--- config.mk ---
export PLATFORM = sky130hd
export DESIGN_NAME = rob_lane_bank
export DESIGN_NICKNAME = d
export VERILOG_FILES = /design/src/hdl/rob_types_pkg.sv /design/src/hdl/rob_port_pkg.sv /design/src/hdl/rob_lane_bank.sv
export VERILOG_INCLUDE_DIRS = /design/src /design/src/hdl
export SDC_FILE = /design/constraint.sdc
export NUM_CORES = 2
export LEC_CHECK = 0
export BUFFER_PORTS_ARGS = -buffer_cell sky130_fd_sc_hd__buf_2
export CAP_MARGIN = 5
export CELL_PAD_IN_SITES_DETAIL_PLACEMENT = 0
export CELL_PAD_IN_SITES_GLOBAL_PLACEMENT = 1
export CORE_AREA = 3 3 322 324
export DETAILED_ROUTE_END_ITERATION = 6
export DIE_AREA = 0 0 325 327
export PLACE_DENSITY_LB_ADDON = 0.1
export SETUP_SLACK_MARGIN = 0.05
export SLEW_MARGIN = 25
export SYNTH_ARGS = -nofsm -noshare
export SYNTH_HDL_FRONTEND = slang
export SYNTH_SLANG_ARGS = --single-unit
--- constraint.sdc ---
create_clock -name clk -period 2.5 [get_ports clk]
set_clock_uncertainty 0.1 [all_clocks]
set_input_delay 0.25 -clock clk [delete_from_list [all_inputs] [get_ports clk]]
set_output_delay 0.25 -clock clk [all_outputs]
set_load 0.02 [all_outputs]
--- src/hdl/rob_settings.svh ---
`ifndef ROB_SETTINGS_SVH
`define ROB_SETTINGS_SVH

// rows in the buffer, power of two, 4 or more
`define ROB_DEPTH 8

// log2 of ROB_DEPTH
`define ROB_IDX_W 3

// alu0, alu1, mdu, lsu
`define ROB_NUM_FU 4

`endif

--- src/hdl/rob_types_pkg.sv ---
`default_nettype none
`include "rob_settings.svh"

package rob_types_pkg;

    typedef logic [`ROB_IDX_W-1:0] rob_idx_t;
    // row index in the upper bits, lane in bit 0
    typedef logic [`ROB_IDX_W:0]   rob_tag_t;
    typedef logic [31:0]           addr_t;
    typedef logic [4:0]            exc_code_t;

    typedef struct packed {
        logic  valid;
        addr_t pc;
        logic  is_ds;
        logic  is_branch;
    } uop_t;

    typedef struct packed {
        uop_t      uop;
        rob_tag_t  tag;
        logic      busy;
        logic      committed;
        logic      branch_taken;
        addr_t     branch_addr;
        logic      cause_exc;
        exc_code_t exception;
        addr_t     bad_vaddr;
    } rob_entry_t;

endpackage

`default_nettype wire

--- src/hdl/rob_port_pkg.sv ---
`default_nettype none

package rob_port_pkg;
    import rob_types_pkg::*;

    typedef struct packed {
        uop_t uop0;
        uop_t uop1;
    } dispatch_pair_t;

    typedef struct packed {
        logic      finish;
        rob_tag_t  tag;
        logic      set_branch;
        logic      branch_taken;
        addr_t     branch_addr;
        logic      set_exc;
        exc_code_t exception;
        addr_t     bad_vaddr;
    } fu_report_t;

    typedef struct packed {
        rob_entry_t entry0;
        rob_entry_t entry1;
    } commit_pair_t;

    // one row of one lane, as seen by the bank
    typedef struct packed {
        logic      finish;
        logic      set_branch;
        logic      branch_taken;
        addr_t     branch_addr;
        logic      set_exc;
        exc_code_t exception;
        addr_t     bad_vaddr;
    } lane_update_t;

endpackage

`default_nettype wire

--- src/hdl/rob_lane_bank.sv ---
`timescale 1ns/100ps
`default_nettype none
`include "rob_settings.svh"

module rob_lane_bank
    import rob_types_pkg::*;
    import rob_port_pkg::*;
#(
    parameter logic lane = 1'b0
) (
    input  wire               clk,
    input  wire               rst,
    input  wire               flush,
    input  wire               alloc_en,
    input  wire rob_idx_t     alloc_idx,
    input  wire uop_t         alloc_uop,
    input  wire lane_update_t upd [`ROB_DEPTH],
    input  wire rob_idx_t     head_idx,
    input  wire               retire,
    output rob_entry_t        head_entry
);

    rob_entry_t ents [`ROB_DEPTH];

    assign head_entry = ents[head_idx];

    always_ff @(posedge clk) begin
        if (rst || flush) begin
            // only the state flags, payload is don't-care while invalid
            for (int r = 0; r < `ROB_DEPTH; r++) begin
                ents[r].uop.valid <= 1'b0;
                ents[r].busy      <= 1'b0;
                ents[r].committed <= 1'b0;
            end
        end else begin
            // completions from the router
            for (int r = 0; r < `ROB_DEPTH; r++) begin
                if (upd[r].finish) begin
                    ents[r].busy <= 1'b0;
                    if (upd[r].set_branch) begin
                        ents[r].branch_taken <= upd[r].branch_taken;
                        ents[r].branch_addr  <= upd[r].branch_addr;
                    end
                    if (upd[r].set_exc) begin
                        ents[r].cause_exc <= 1'b1;
                        ents[r].exception <= upd[r].exception;
                        ents[r].bad_vaddr <= upd[r].bad_vaddr;
                    end
                end
            end

            // new instruction at the tail row
            if (alloc_en) begin
                ents[alloc_idx].uop          <= alloc_uop;
                ents[alloc_idx].tag          <= {alloc_idx, lane};
                ents[alloc_idx].busy         <= alloc_uop.valid;
                ents[alloc_idx].committed    <= 1'b0;
                ents[alloc_idx].branch_taken <= 1'b0;
                ents[alloc_idx].branch_addr  <= '0;
                ents[alloc_idx].cause_exc    <= 1'b0;
                ents[alloc_idx].exception    <= '0;
                ents[alloc_idx].bad_vaddr    <= '0;
            end

            if (retire) begin
                ents[head_idx].committed <= 1'b1;
            end
        end
    end

    // a report only ever lands on an instruction still in flight
    for (genvar r = 0; r < `ROB_DEPTH; r++) begin : g_chk
        a_finish_busy: assert property (@(posedge clk) disable iff (rst || flush)
            upd[r].finish |-> ents[r].uop.valid && ents[r].busy);
    end

endmodule

`default_nettype wire

==> results.toml <==
[run_status]
outcome = "finished clean"

[layout]
layout_common_cells = "1258 x nand2_1, 736 x buf_2, 606 x dlygate4sd3_1"
num-nets-final = 5890
largest_register_ffs = 888
drive_gt1_share_pct = 23.86
largestRegisters = "ents x888"
instances_no_fill = 6730
fill_cells = 9395
final_common_cell = "nand2_1"
regMostFlops = "ents"
synthToLayoutAreaGrowth_pct = 41.73

[drt]
vias = 36460
antenna_left = 0
drt_wl_total_um = 178800
first_pass_iters = 6
viasPerCell = 5.417
drcViolationCount = 0
routedWlPerCell_um = 26.56
drt_iter0_drc = 3228

[floorplan]
core.rowCount = 117
die_h_um = 327
die-area_um2 = 106300
die-width_um = 325
ios = 742
start_util_pct = 37.78
core_um2 = 101400

[worst_setup_path]
arrival_ns = 2.07
path_buf_inv = 3
crit_chain = "buf_8 > and2_2 > buf_4 > a221oi_1 > o221ai_1 > buf_2"
cp_max_fo = 31
critPathKind = "primary input to output pin"
end_kind = "output pin"
critPathTopFamily = "buffers and inverters"
crit_required_ns = 2.15
start_kind = "primary input"
slowest_stage = "o221ai_1"
slowest_delay_ns = 0.43

[synthesis]
synth_fa_ha_area_share_pct = 0
ys_warn_count = 0
syn_avg_cell_area_um2 = 9.634
yosysTopAreaCell = "dfxtp_1"
synth-edff-count = 312
synthMuxAreaShare_pct = 8.244
synth-seq-cells = 888
synthCells = 3978
ys.flop_type = "dfxtp_1"
synth_top_cell_area_share_pct = 30.09
synth_top_family_by_area = "simple AND/OR/NAND/NOR gates"
synth-simple-area-share_pct = 19.47
ys_types = 53
syn_area_um2 = 38320
async_reset_ff_share_pct = 0
synthTopCellsByArea = "dfxtp_1 30%, edfxtp_1 24%, nand2_1 12%"
synthXorXnorAreaFrac_pct = 0
seq_area_frac_synth_pct = 54.54
synth_compound_area_share_pct = 13.56

[sta]
tightest_slew_ns = 0.9685
max-slew-margin-rel_pct = 35.28
clock.fmax_ghz = 0.4134
rsz0062_at_grt = "true"
final-setup-viol-count = 0
slew_violations = 0
finalHoldViolCount = 0
post-route-period-util_pct = 96.76
finalCriticalPeriod_ns = 2.419
holdWs_ns = 0.04090

[global_route]
grt_remaining_overflow = 0
grt_pass1_vias = 36150
grt_util_all_layers_pct = 32.85
antenna_found_initial = 28
grt_first_pass_wirelength_um = 255400
grt_max_degree = 75

[cts]
numCtsBuffers = 102
insertion_delay_ns = 0.68
cts_setup_buffers = 0
htree_levels = 3
cts.sinks = 888
clockBufferDepth = 3
clkSlewWorstSetupHoldPaths_ns = 0.06
cts_tree = "done"
root_buffer = "clkbuf_16"

[power_and_ir_drop]
ir_worst_vdd_mv = 0.4879
power_leakage_nw = 21.44
power_w = 0.03936
p_per_area_nw_per_um2 = 724.6

[worst_hold_path]
hold_path.class = "primary input to flop"

[place]
hpwl_um = 119000
dp_cells = 5918
routabilityCongestion = 0.8685
io_buffer_count = 740

[run]
maxCapViolations = 0
-- synth_stat cells, types with 3 or more instances --
cell type,instances
nor2b_1,7
edfxtp_1,312
o2bb2ai_1,18
buf_1,14
a21oi_1,564
nor2_1,31
clkbuf_2,6
or2_2,6
a22oi_1,68
or3b_2,6
nor2_2,4
nand2_1,1260
a31oi_1,3
o22ai_1,18
nor2_8,3
nand4bb_1,17
mux4_2,78
and4bb_2,8
a221oi_1,65
o22a_1,25
clkbuf_1,145
and2_1,289
a211o_1,4
buf_2,146
dfxtp_1,576
mux2_2,49
nand2b_1,10
nor4bb_1,8
a221o_1,24
o21ai_0,27
nand3_1,11
mux2i_1,85
buf_4,30
o221ai_1,33
nand4_1,4
-- kinds of logic (layout without fill, tap and decap cells) --
family	after synthesis	after routing
buffers and inverters	345	1699
flip-flops	888	888
multiplexers	212	212
other	1	31
AND/OR/NAND/NOR	1673	1673
AO/OA/AOI/OAI	859	859
-- what timing repair did --
item,CTS,global route
setup endpoints to repair,8,9
pin swaps,1,2
resized for setup,11,13
hold endpoints to repair,865,0
hold buffers,606,0
cloned,0,0
-- final timing paths --
kind / start / endpoint / slack (ns) / cells after the start
setup / recovery: head_idx[0] / head_entry[45] / 0.08 / 6
hold / removal: upd[436] / ents[2][45] / 0.04 / 4
setup reg to reg: ents[2][6] / ents[2][6] / 1.67 / 2
hold reg to reg: ents[2][44] / ents[2][44] / 0.35 / 2
-- routing by layer --
metal  GRT usage (%)  wire length (um)  up-vias  share of wire (%)
met3           5.470             13010      398                7.3
met5               0                52        -              0.029
met2           53.78             83760     1699                 47
li1                -                 -    16390                  -
met4           15.25              9145        8                5.1
met1           42.63             72790    17970                 41
-- through the flow --
| step | instance area [um^2] | worst slack [ns] | util, % | TNS, ns |
|---|---|---|---|---|
| 2_1_floorplan | 38380 | 0.3208 | - | 0 |
| 3_3_place_gp | 44740 | 0.03853 | 44.10 | 0 |
| 3_5_place_dp | 44740 | 0.02796 | 44.10 | 0 |
| 4_1_cts | 54210 | -0.02867 | 53.43 | -0.02867 |
| 5_1_grt | 54290 | -0.04126 | 53.51 | -0.04126 |
| 6_report | 54320 | 0.08099 | 53.54 | 0 |
-- worst min-delay path, cell delays in order --
cell	delay (ns)
buf_2	0.13
nand4bb_4	0.20
nand2_1	0.08
a21oi_1	0.12
-- where the power goes --
group	switching [W]	internal [W]	total, W	leakage [nW]
Clock	0.00628	0.00878	0.0151	1.66
Combinational	0.00339	0.00318	0.00657	12.7
Sequential	0.00101	0.0167	0.0177	7.08
Total	0.0107	0.0287	0.0394	21.4
-- cell type report --
type / instances / area (um^2) / share of cell area, %
timing repair buffer: 1508 / 11940 / 21.97
multi-input combinational: 2757 / 16360 / 30.12
inverter: 3 / 15.01 / 0.02764
antenna: 18 / 45.04 / 0.08293
tap: 1368 / 1712 / 3.151
sequential: 888 / 20900 / 38.48
clock buffer: 145 / 2935 / 5.404
clock inverter: 43 / 414.1 / 0.7625
(Power assumes the default switching activity.)
