## src/hdl/rob_settings.svh

```systemverilog
`ifndef ROB_SETTINGS_SVH
`define ROB_SETTINGS_SVH

// rows in the buffer, power of two, 4 or more
`define ROB_DEPTH 8

// log2 of ROB_DEPTH
`define ROB_IDX_W 3

// alu0, alu1, mdu, lsu
`define ROB_NUM_FU 4

`endif

```

## src/hdl/rob_types_pkg.sv

```systemverilog
`default_nettype none
`include "rob_settings.svh"

package rob_types_pkg;

    typedef logic [`ROB_IDX_W-1:0] rob_idx_t;
    // row index in the upper bits, lane in bit 0
    typedef logic [`ROB_IDX_W:0]   rob_tag_t;
    typedef logic [31:0]           addr_t;
    typedef logic [4:0]            exc_code_t;

    typedef struct packed {
        logic  valid;
        addr_t pc;
        logic  is_ds;
        logic  is_branch;
    } uop_t;

    typedef struct packed {
        uop_t      uop;
        rob_tag_t  tag;
        logic      busy;
        logic      committed;
        logic      branch_taken;
        addr_t     branch_addr;
        logic      cause_exc;
        exc_code_t exception;
        addr_t     bad_vaddr;
    } rob_entry_t;

endpackage

`default_nettype wire

```

## src/hdl/rob_ctrl.sv

```systemverilog
`timescale 1ns/100ps
`default_nettype none
`include "rob_settings.svh"

module rob_ctrl
    import rob_types_pkg::*;
(
    input  wire              clk,
    input  wire              rst,
    input  wire              flush,
    input  wire              dispatch_valid,
    output logic             dispatch_ready,
    output rob_idx_t         dispatch_idx,
    output rob_idx_t         head_idx,
    input  wire rob_entry_t  head0,
    input  wire rob_entry_t  head1,
    output logic             commit_valid,
    input  wire              commit_ready,
    output logic [1:0]       commit_mask,
    output logic             alloc_en,
    output logic [1:0]       retire_en
);

    rob_idx_t head_q;
    rob_idx_t tail_q;
    rob_idx_t occupancy;
    logic     empty;
    logic     full;
    logic     ok0;
    logic     ok1;
    logic     fire;
    logic     done0;
    logic     done1;
    logic     head_adv;

    // distance wraps with the pointer width
    assign occupancy = tail_q - head_q;
    assign empty     = (occupancy == '0);
    // one row kept free so full and empty differ
    assign full      = (occupancy == rob_idx_t'(`ROB_DEPTH - 1));

    assign dispatch_ready = !full;
    assign dispatch_idx   = tail_q;
    assign head_idx       = head_q;
    assign alloc_en       = dispatch_valid && !full;

    // lane 0 waits for its delay slot in lane 1
    assign ok0 = head0.uop.valid && !head0.committed && !head0.busy
              && (!head1.uop.is_ds || !head1.busy);
    // lane 1 never passes lane 0
    assign ok1 = head1.uop.valid && !head1.committed && !head1.busy
              && (!head0.uop.valid || head0.committed || ok0);

    assign commit_valid = (ok0 || ok1) && !empty;
    assign commit_mask  = commit_valid ? {ok1, ok0} : 2'b00;
    assign fire         = commit_valid && commit_ready;
    assign retire_en    = fire ? commit_mask : 2'b00;

    assign done0    = !head0.uop.valid || head0.committed || retire_en[0];
    assign done1    = !head1.uop.valid || head1.committed || retire_en[1];
    assign head_adv = done0 && done1 && !empty;

    always_ff @(posedge clk) begin
        if (rst || flush) begin
            head_q <= '0;
            tail_q <= '0;
        end else begin
            if (alloc_en) begin
                tail_q <= tail_q + 1'b1;
            end
            if (head_adv) begin
                head_q <= head_q + 1'b1;
            end
        end
    end

    // tail can't wrap around onto the head
    a_no_overrun: assert property (@(posedge clk) disable iff (rst || flush)
        (!empty && !head_adv) |=> !empty);

    // a freshly dispatched pair is still busy in its first head cycle
    a_no_commit_empty: assert property (@(posedge clk) disable iff (rst || flush)
        empty |=> !commit_valid);

endmodule

`default_nettype wire

```

## config.mk

```make
export PLATFORM = sky130hd
export DESIGN_NAME = rob_ctrl
export DESIGN_NICKNAME = d
export VERILOG_FILES = /design/src/hdl/rob_types_pkg.sv /design/src/hdl/rob_ctrl.sv
export VERILOG_INCLUDE_DIRS = /design/src /design/src/hdl
export SDC_FILE = /design/constraint.sdc
export NUM_CORES = 1
export LEC_CHECK = 0
export BUFFER_PORTS_ARGS = -buffer_cell sky130_fd_sc_hd__buf_2
export CAP_MARGIN = 10
export CELL_PAD_IN_SITES_DETAIL_PLACEMENT = 1
export CELL_PAD_IN_SITES_GLOBAL_PLACEMENT = 2
export CORE_AREA = 2 2 93 95
export DETAILED_ROUTE_END_ITERATION = 6
export DIE_AREA = 0 0 95 97
export GPL_TIMING_DRIVEN = 1
export PLACE_DENSITY_LB_ADDON = 0.1
export SYNTH_ARGS = -nofsm -noshare
export SYNTH_HDL_FRONTEND = slang
export SYNTH_SLANG_ARGS = --single-unit
```

## constraint.sdc

```tcl
create_clock -name clk -period 2.8 [get_ports clk]
set_input_delay 0.28 -clock clk [delete_from_list [all_inputs] [get_ports clk]]
set_output_delay 0.28 -clock clk [all_outputs]
set_load 0.03 [all_outputs]
```

==> flow_summary.yaml, run 1 <==
outcome:
  outcome: "finished clean"
power_and_ir_drop:
  total_power_mw: 0.295
  p_leak_nw: 0.309
  clkPwrFrac_pct: 44.3
  p_int_mw: 0.211
  netSwitchingFraction_pct: 28.6
  power_density_nw_per_um2: 388
  p_switching_mw: 0.0842
  combPwrFrac_pct: 25.0
  p_seq_share_pct: 30.7
  vdd_drop_max_mv: 0.111
global_routing:
  antenna_found_initial: 0
  grt.total_usage_pct: 3.91
  grt_pass1_wl_um: 2730
  grt-ovfl-total: 0
  first_global_vias: 534
  grt_max_degree: 7
logic_synthesis:
  ys_types: 22
  ys_seq_area_share_pct: 25.5
  syn-instance-count: 56
  yosys.area_share.adder_pct: 12.2
  synth-xor-area-share_pct: 12.2
  synth_top_family_by_area: "simple AND/OR/NAND/NOR gates"
  netlist.area_leader.share_pct: 25.5
  synth_warnings: 0
  synth_compound_area_share_pct: 9.81
  synth_seq_cells: 6
  syn_area_sq_um: 472
  syn_nets: 289
  ys.flop_type: "dfxtp_1"
  synth_simple_gate_area_share_pct: 32.6
  synth.area.mux_share_pct: 2.12
  synth_edf_count: 0
  synth.area.top_cells: "dfxtp_1, ha_1, nor2_1"
  syn_avg_cell_area_sq_um: 8.42
  yosys.area.top_type: "dfxtp_1"
  async_flop_share_pct: 0
route:
  drt-total-wl_um: 1740
  via_per_inst: 2.45
  drt_iter0_drc: 11
  ant_nets: 0
  vias: 459
  drc_errors: 0
  wl_per_cell_um: 9.32
  dr.pass1.iters: 2
floorplan:
  die_y_um: 97
  num_rows: 33
  boundaryPins: 242
  core_sq_um: 8130
  die-area_sq_um: 9220
  initial_core_util_pct: 5.80
  die_w_um: 95
finish:
  area_growth_syn_to_layout_pct: 61.3
  multi_input_area_sq_um: 325
  fin_nets: 317
  seq_area_sq_um: 120
  antenna_cells: 0
  num-fill-cells: 972
  fin_area_sq_um: 761
  drive_gt1_share_pct: 37.8
worst_hold_path:
  holdCritPathClass: "in -> reg"
sta:
  drv_slew: 0
  worst_pin_slew_ns: 0.382
  hold_violations: 0
  rsz0062_at_grt: "false"
  fin_ws_ns: 0.217
  finalSetupViolations: 0
  fin_crit_sh_pct: 92.3
  slew_headroom_pct: 74.5
  setup_tns_ns: 0
  fin_crit_ns: 2.58
  skew_ns: 0.00160
  fmax_ghz: 0.387
setup_path:
  critPathKind: "reg -> out"
  cp.required_ns: 2.52
  endpoint_kind: "output pin"
  worst_setup_path_start_kind: "flip-flop"
  worst-path-max-fanout: 6
  critPathArrivalTime_ns: 2.30
  reg2reg_slack_ns: 0.69
placed_design:
  dp_slack_ns: 0.384
  port_buffers: 24
  place_congestion: 0.649
  place_area_sq_um: 719
  dp_hpwl_um: 1530
cts:
  clk_pin_slew_ns: 0.04
  cts_setup_buffers: 0
  numCtsBuffers: 3
  htree_num_levels: 1
  postCtsHoldBufs: 0
  insertion_delay_ns: 0.22
  clockBufferDepth: 2
  cts_root_buf: "clkbuf_8"
  cts_tree: "built"
  clock_sinks: 6
  post_cts_resized: 0
run:
  drv_cap: 0
==> cells in the mapped netlist (all sizes together) (2+ instances only) <==
library cell / number
ha: 3
nor2: 10
nand2b: 2
nand2: 4
nand3b: 2
inv: 6
dfxtp: 6
a21oi: 5
xnor2: 3
nand3: 3
==> worst max-delay path, cell delays in order, from the launching register on <==
cell,delay [ns]
dfxtp_1,0.40
ha_1,0.17
inv_1,0.05
fa_1,0.37
xnor3_1,0.24
nor3b_4,0.38
nor2_1,0.11
and2_1,0.17
buf_2,0.19
==> cells by family (layout without fill, tap and decap cells) <==
group / after synthesis / count (layout)
AOI/OAI and AO/OA: 7 / 7
xor gates and xnor gates: 5 / 5
adders and majority gates: 4 / 4
buffers and inverters: 7 / 33
DFF: 6 / 6
muxes: 1 / 1
and+or+nand+nor: 26 / 26
==> per-layer routing <==
metal / track usage [%] / part of all wire (%) / vias up
li1: - / - / 238
met1: 5.16 / 46 / 202
met2: 5.40 / 41 / 19
met3: 2.02 / 12 / 0
met4: 1.34 / 0 / 0
met5: 0 / 0 / -
==> power groups by stage <==
stage	registers, mW	logic [mW]	clock network, mW
floorplan	0.0953	0.0476	0
global placement	0.0920	0.0757	0
detailed placement	0.0921	0.0759	0
CTS	0.0907	0.0763	0.139
global route	0.0911	0.0817	0.144
finish	0.0905	0.0736	0.131
==> path summary, 6_finish.rpt <==
check,startpoint,end,cells after the start
max,head_idx[0]$_SDFFE_PP0P_,retire_en[1],8
max reg2reg,head_idx[0]$_SDFFE_PP0P_,head_idx[1]$_SDFFE_PP0P_,8
min,dispatch_valid,dispatch_idx[1]$_SDFFE_PP0P_,3
min reg2reg,dispatch_idx[1]$_SDFFE_PP0P_,dispatch_idx[1]$_SDFFE_PP0P_,2
==> state kept, by name, summed over array words and instances, names as in the netlist <==
name,count
head_idx,3
dispatch_idx,3
==> layout by cell type, fill, tap and decap left out <==
| cell | n |
|---|---|
| buf_2 | 24 |
| nand2b_1 | 2 |
| xnor2_1 | 3 |
| inv_1 | 6 |
| nor2_1 | 10 |
| nand3b_1 | 2 |
| and2_1 | 1 |
| clkbuf_8 | 3 |
| a2111oi_2 | 1 |
| nand2_1 | 4 |
| or2_2 | 1 |
| xnor3_1 | 1 |
| dfxtp_1 | 6 |
| nor3b_4 | 1 |
| mux2i_1 | 1 |
| nor4_4 | 1 |
| nand3_1 | 3 |
| a31oi_1 | 1 |
| ha_1 | 3 |
| xor2_1 | 1 |
| a21oi_1 | 5 |
| fa_1 | 1 |
| nor2b_1 | 1 |
==> per-stage QoR <==
step	util, %	instances	hold slack (ns)
global placement	8.84	184	0.526
floorplan	-	56	0.440
global route	9.35	187	0.373
CTS	9.35	187	0.347
finish	9.35	187	0.353
detailed placement	8.84	184	0.538
==> final cells by class <==
cell class,count,share of cell area (%)
flip-flops and latches,6,15.8
inverters,6,2.96
clock buffers,3,5.43
repair buffers,24,15.8
multi-input cells,43,42.8
well taps,105,17.3
(Power assumes the default switching activity.)
==> inputs of run 2 (changes only) <==
- CELL_PAD_IN_SITES_DETAIL_PLACEMENT: 1 -> default
- CELL_PAD_IN_SITES_GLOBAL_PLACEMENT: 2 -> default
- CORE_AREA: 2 2 93 95 -> 2 2 95 97
- DIE_AREA: 0 0 95 97 -> 0 0 97 99
- PLACE_DENSITY_LB_ADDON: 0.1 -> default
==> run 2 against run 1 <==
  * Register-to-register slack worse by 0.02 ns
  * Clock skew hardly changed
  * Routed wire length is 19% lower
  * Via count is 2.2% higher
  * Clock power hardly changed
  * Sequential share of layout area is 0.078 points lower
  * Power is 0.75% lower
  * Global-route usage is 0.67 points lower
  * Final area is 0.49% higher
  * Worst hold slack better by 0.0064 ns
  * Core utilization is 0.41 points lower
  * Clock-buffer cell count stayed put
  * Largest power group unchanged
  * Highest routed layer is now met4
==> flow_summary.yaml, run 2 (synthesized netlist as in run 1, its figures left out) <==
sta:
  fmax_ghz: 0.386
  finalSetupViolations: 0
  fin_crit_sh_pct: 92.6
  drv_slew: 0
  skew_ns: 0.00171
  hold_violations: 0
  fin_crit_ns: 2.59
  rsz0062_at_grt: "false"
  setup_tns_ns: 0
  slew_headroom_pct: 73.1
  timing.hold.ws_ns: 0.359
  worst_pin_slew_ns: 0.403
finish:
  multi_input_area_sq_um: 325
  seq_area_sq_um: 120
  layout_common_cells: "buf_2, nor2_1, inv_1, dfxtp_1, a21oi_1"
  area_growth_syn_to_layout_pct: 62.1
  drive_gt1_share_pct: 37.8
  num-fill-cells: 985
  antenna_cells: 0
  fin_nets: 317
  final_common_cell: "buf_2"
power_and_ir_drop:
  p_leak_nw: 0.309
  power_density_nw_per_um2: 383
  vdd_drop_max_mv: 0.0668
setup_path:
  critPathKind: "reg -> out"
  endpoint_kind: "output pin"
  slowest_delay_ns: 0.39
  worst-path-max-fanout: 6
  path_cells: "inv_1 -> ha_1 -> inv_1 -> fa_1 -> xnor3_1 -> nor3b_4 -> nor2_1 -> and2_1 -> buf_2"
  crit_slowest_cell: "nor3b_4"
  cp_num_buf_inv: 3
  cp.required_ns: 2.52
  reg2reg_slack_ns: 0.67
  critPathArrivalTime_ns: 2.31
  cpMostUsedCell: "inv_1"
  startpoint: "dispatch_idx[0]$_SDFFE_PP0P_"
  critPathTopFamily: "simple AND/OR/NAND/NOR gates"
  worstRegToRegCells: 9
  cp.depth: 9
  worst_setup_path_start_kind: "flip-flop"
  worstReg2RegStart: "dispatch_idx[0]$_SDFFE_PP0P_"
cts:
  insertion_delay_ns: 0.22
  cts_root_buf: "clkbuf_8"
  cts_setup_buffers: 0
  numCtsBuffers: 3
  clockBufferDepth: 2
  htree_num_levels: 1
  clk_pin_slew_ns: 0.03
  clock_sinks: 6
  post_cts_resized: 0
  cts_tree: "built"
  postCtsHoldBufs: 0
global_routing:
  grt_pass1_wl_um: 2310
  grt.total_usage_pct: 3.23
  grt-ovfl-total: 0
  antenna_found_initial: 0
  grt_max_degree: 7
  first_global_vias: 504
route:
  drt-total-wl_um: 1410
  via_per_inst: 2.47
  dr.pass1.iters: 2
  ant_nets: 0
  drt_iter0_drc: 6
  vias: 469
  drc_errors: 0
  wl_per_cell_um: 7.44
floorplan:
  initial_core_util_pct: 5.52
  die_w_um: 97
  boundaryPins: 242
  die-area_sq_um: 9600
  num_rows: 34
  core_sq_um: 8550
  die_y_um: 99
worst_hold_path:
  hold-path-cell-count: 3
  worstHoldStart: "dispatch_valid"
  holdCritPathClass: "in -> reg"
outcome:
  outcome: "finished clean"
placed_design:
  dp_hpwl_um: 1290
  port_buffers: 24
  place_congestion: 0.694
run:
  drv_cap: 0
-- run 2: cell counts in the layout (fill, tap and decap cells not counted) --
No cell type changed its count.
-- run 2: final timing paths --
kind                             endpoint
min reg2reg  dispatch_idx[1]$_SDFFE_PP0P_
max reg2reg      head_idx[1]$_SDFFE_PP0P_
min          dispatch_idx[1]$_SDFFE_PP0P_
max                          retire_en[1]
-- run 2: worst reg2reg max path: stages, from the launching register on --
cell and delay (ns):
dfxtp_1 0.32, inv_1 0.10, ha_1 0.15, inv_1 0.04, fa_1 0.37, xnor3_1 0.28, nor3b_4 0.09, nor4_4 0.38
mux2i_1 0.24, nor2_1 0.05
-- run 2: where the power goes --
part	switching [mW]	total (mW)	internal, mW
registers	0.00219	0.0903	0.0881
logic	0.0434	0.0735	0.0302
clock network	0.0365	0.129	0.0923
total	0.0821	0.293	0.211
-- run 2: per-stage QoR --
step	worst slack [ns]	cells	cell area [sq um]	power (mW)	utilization [%]
2_1_floorplan	0.187	56	472	0.143	-
3_3_place_gp	0.431	187	723	0.165	8.46
3_5_place_dp	0.402	187	723	0.166	8.46
4_1_cts	0.143	190	764	0.298	8.94
5_1_grt	0.0173	190	764	0.308	8.94
6_report	0.206	190	764	0.293	8.94
-- run 2: area by class of cell --
| type | instances | share of cell area [%] |
|---|---|---|
| clock buffers | 3 | 5.40 |
| inverters | 6 | 2.95 |
| multi-input cells | 43 | 42.6 |
| flip-flops and latches | 6 | 15.7 |
| well taps | 108 | 17.7 |
| repair buffers | 24 | 15.7 |
-- run 2: metal layers --
metal  vias to the layer above  track usage (%)  wire length (um)  share of wire [%]
met4                         0             2.06                29                2.1
met5                         -                0                 0                  0
li1                        240                -                 -                  -
met3                         4             1.35               104                7.4
met2                        12             5.61               745                 53
met1                       213             3.20               534                 38
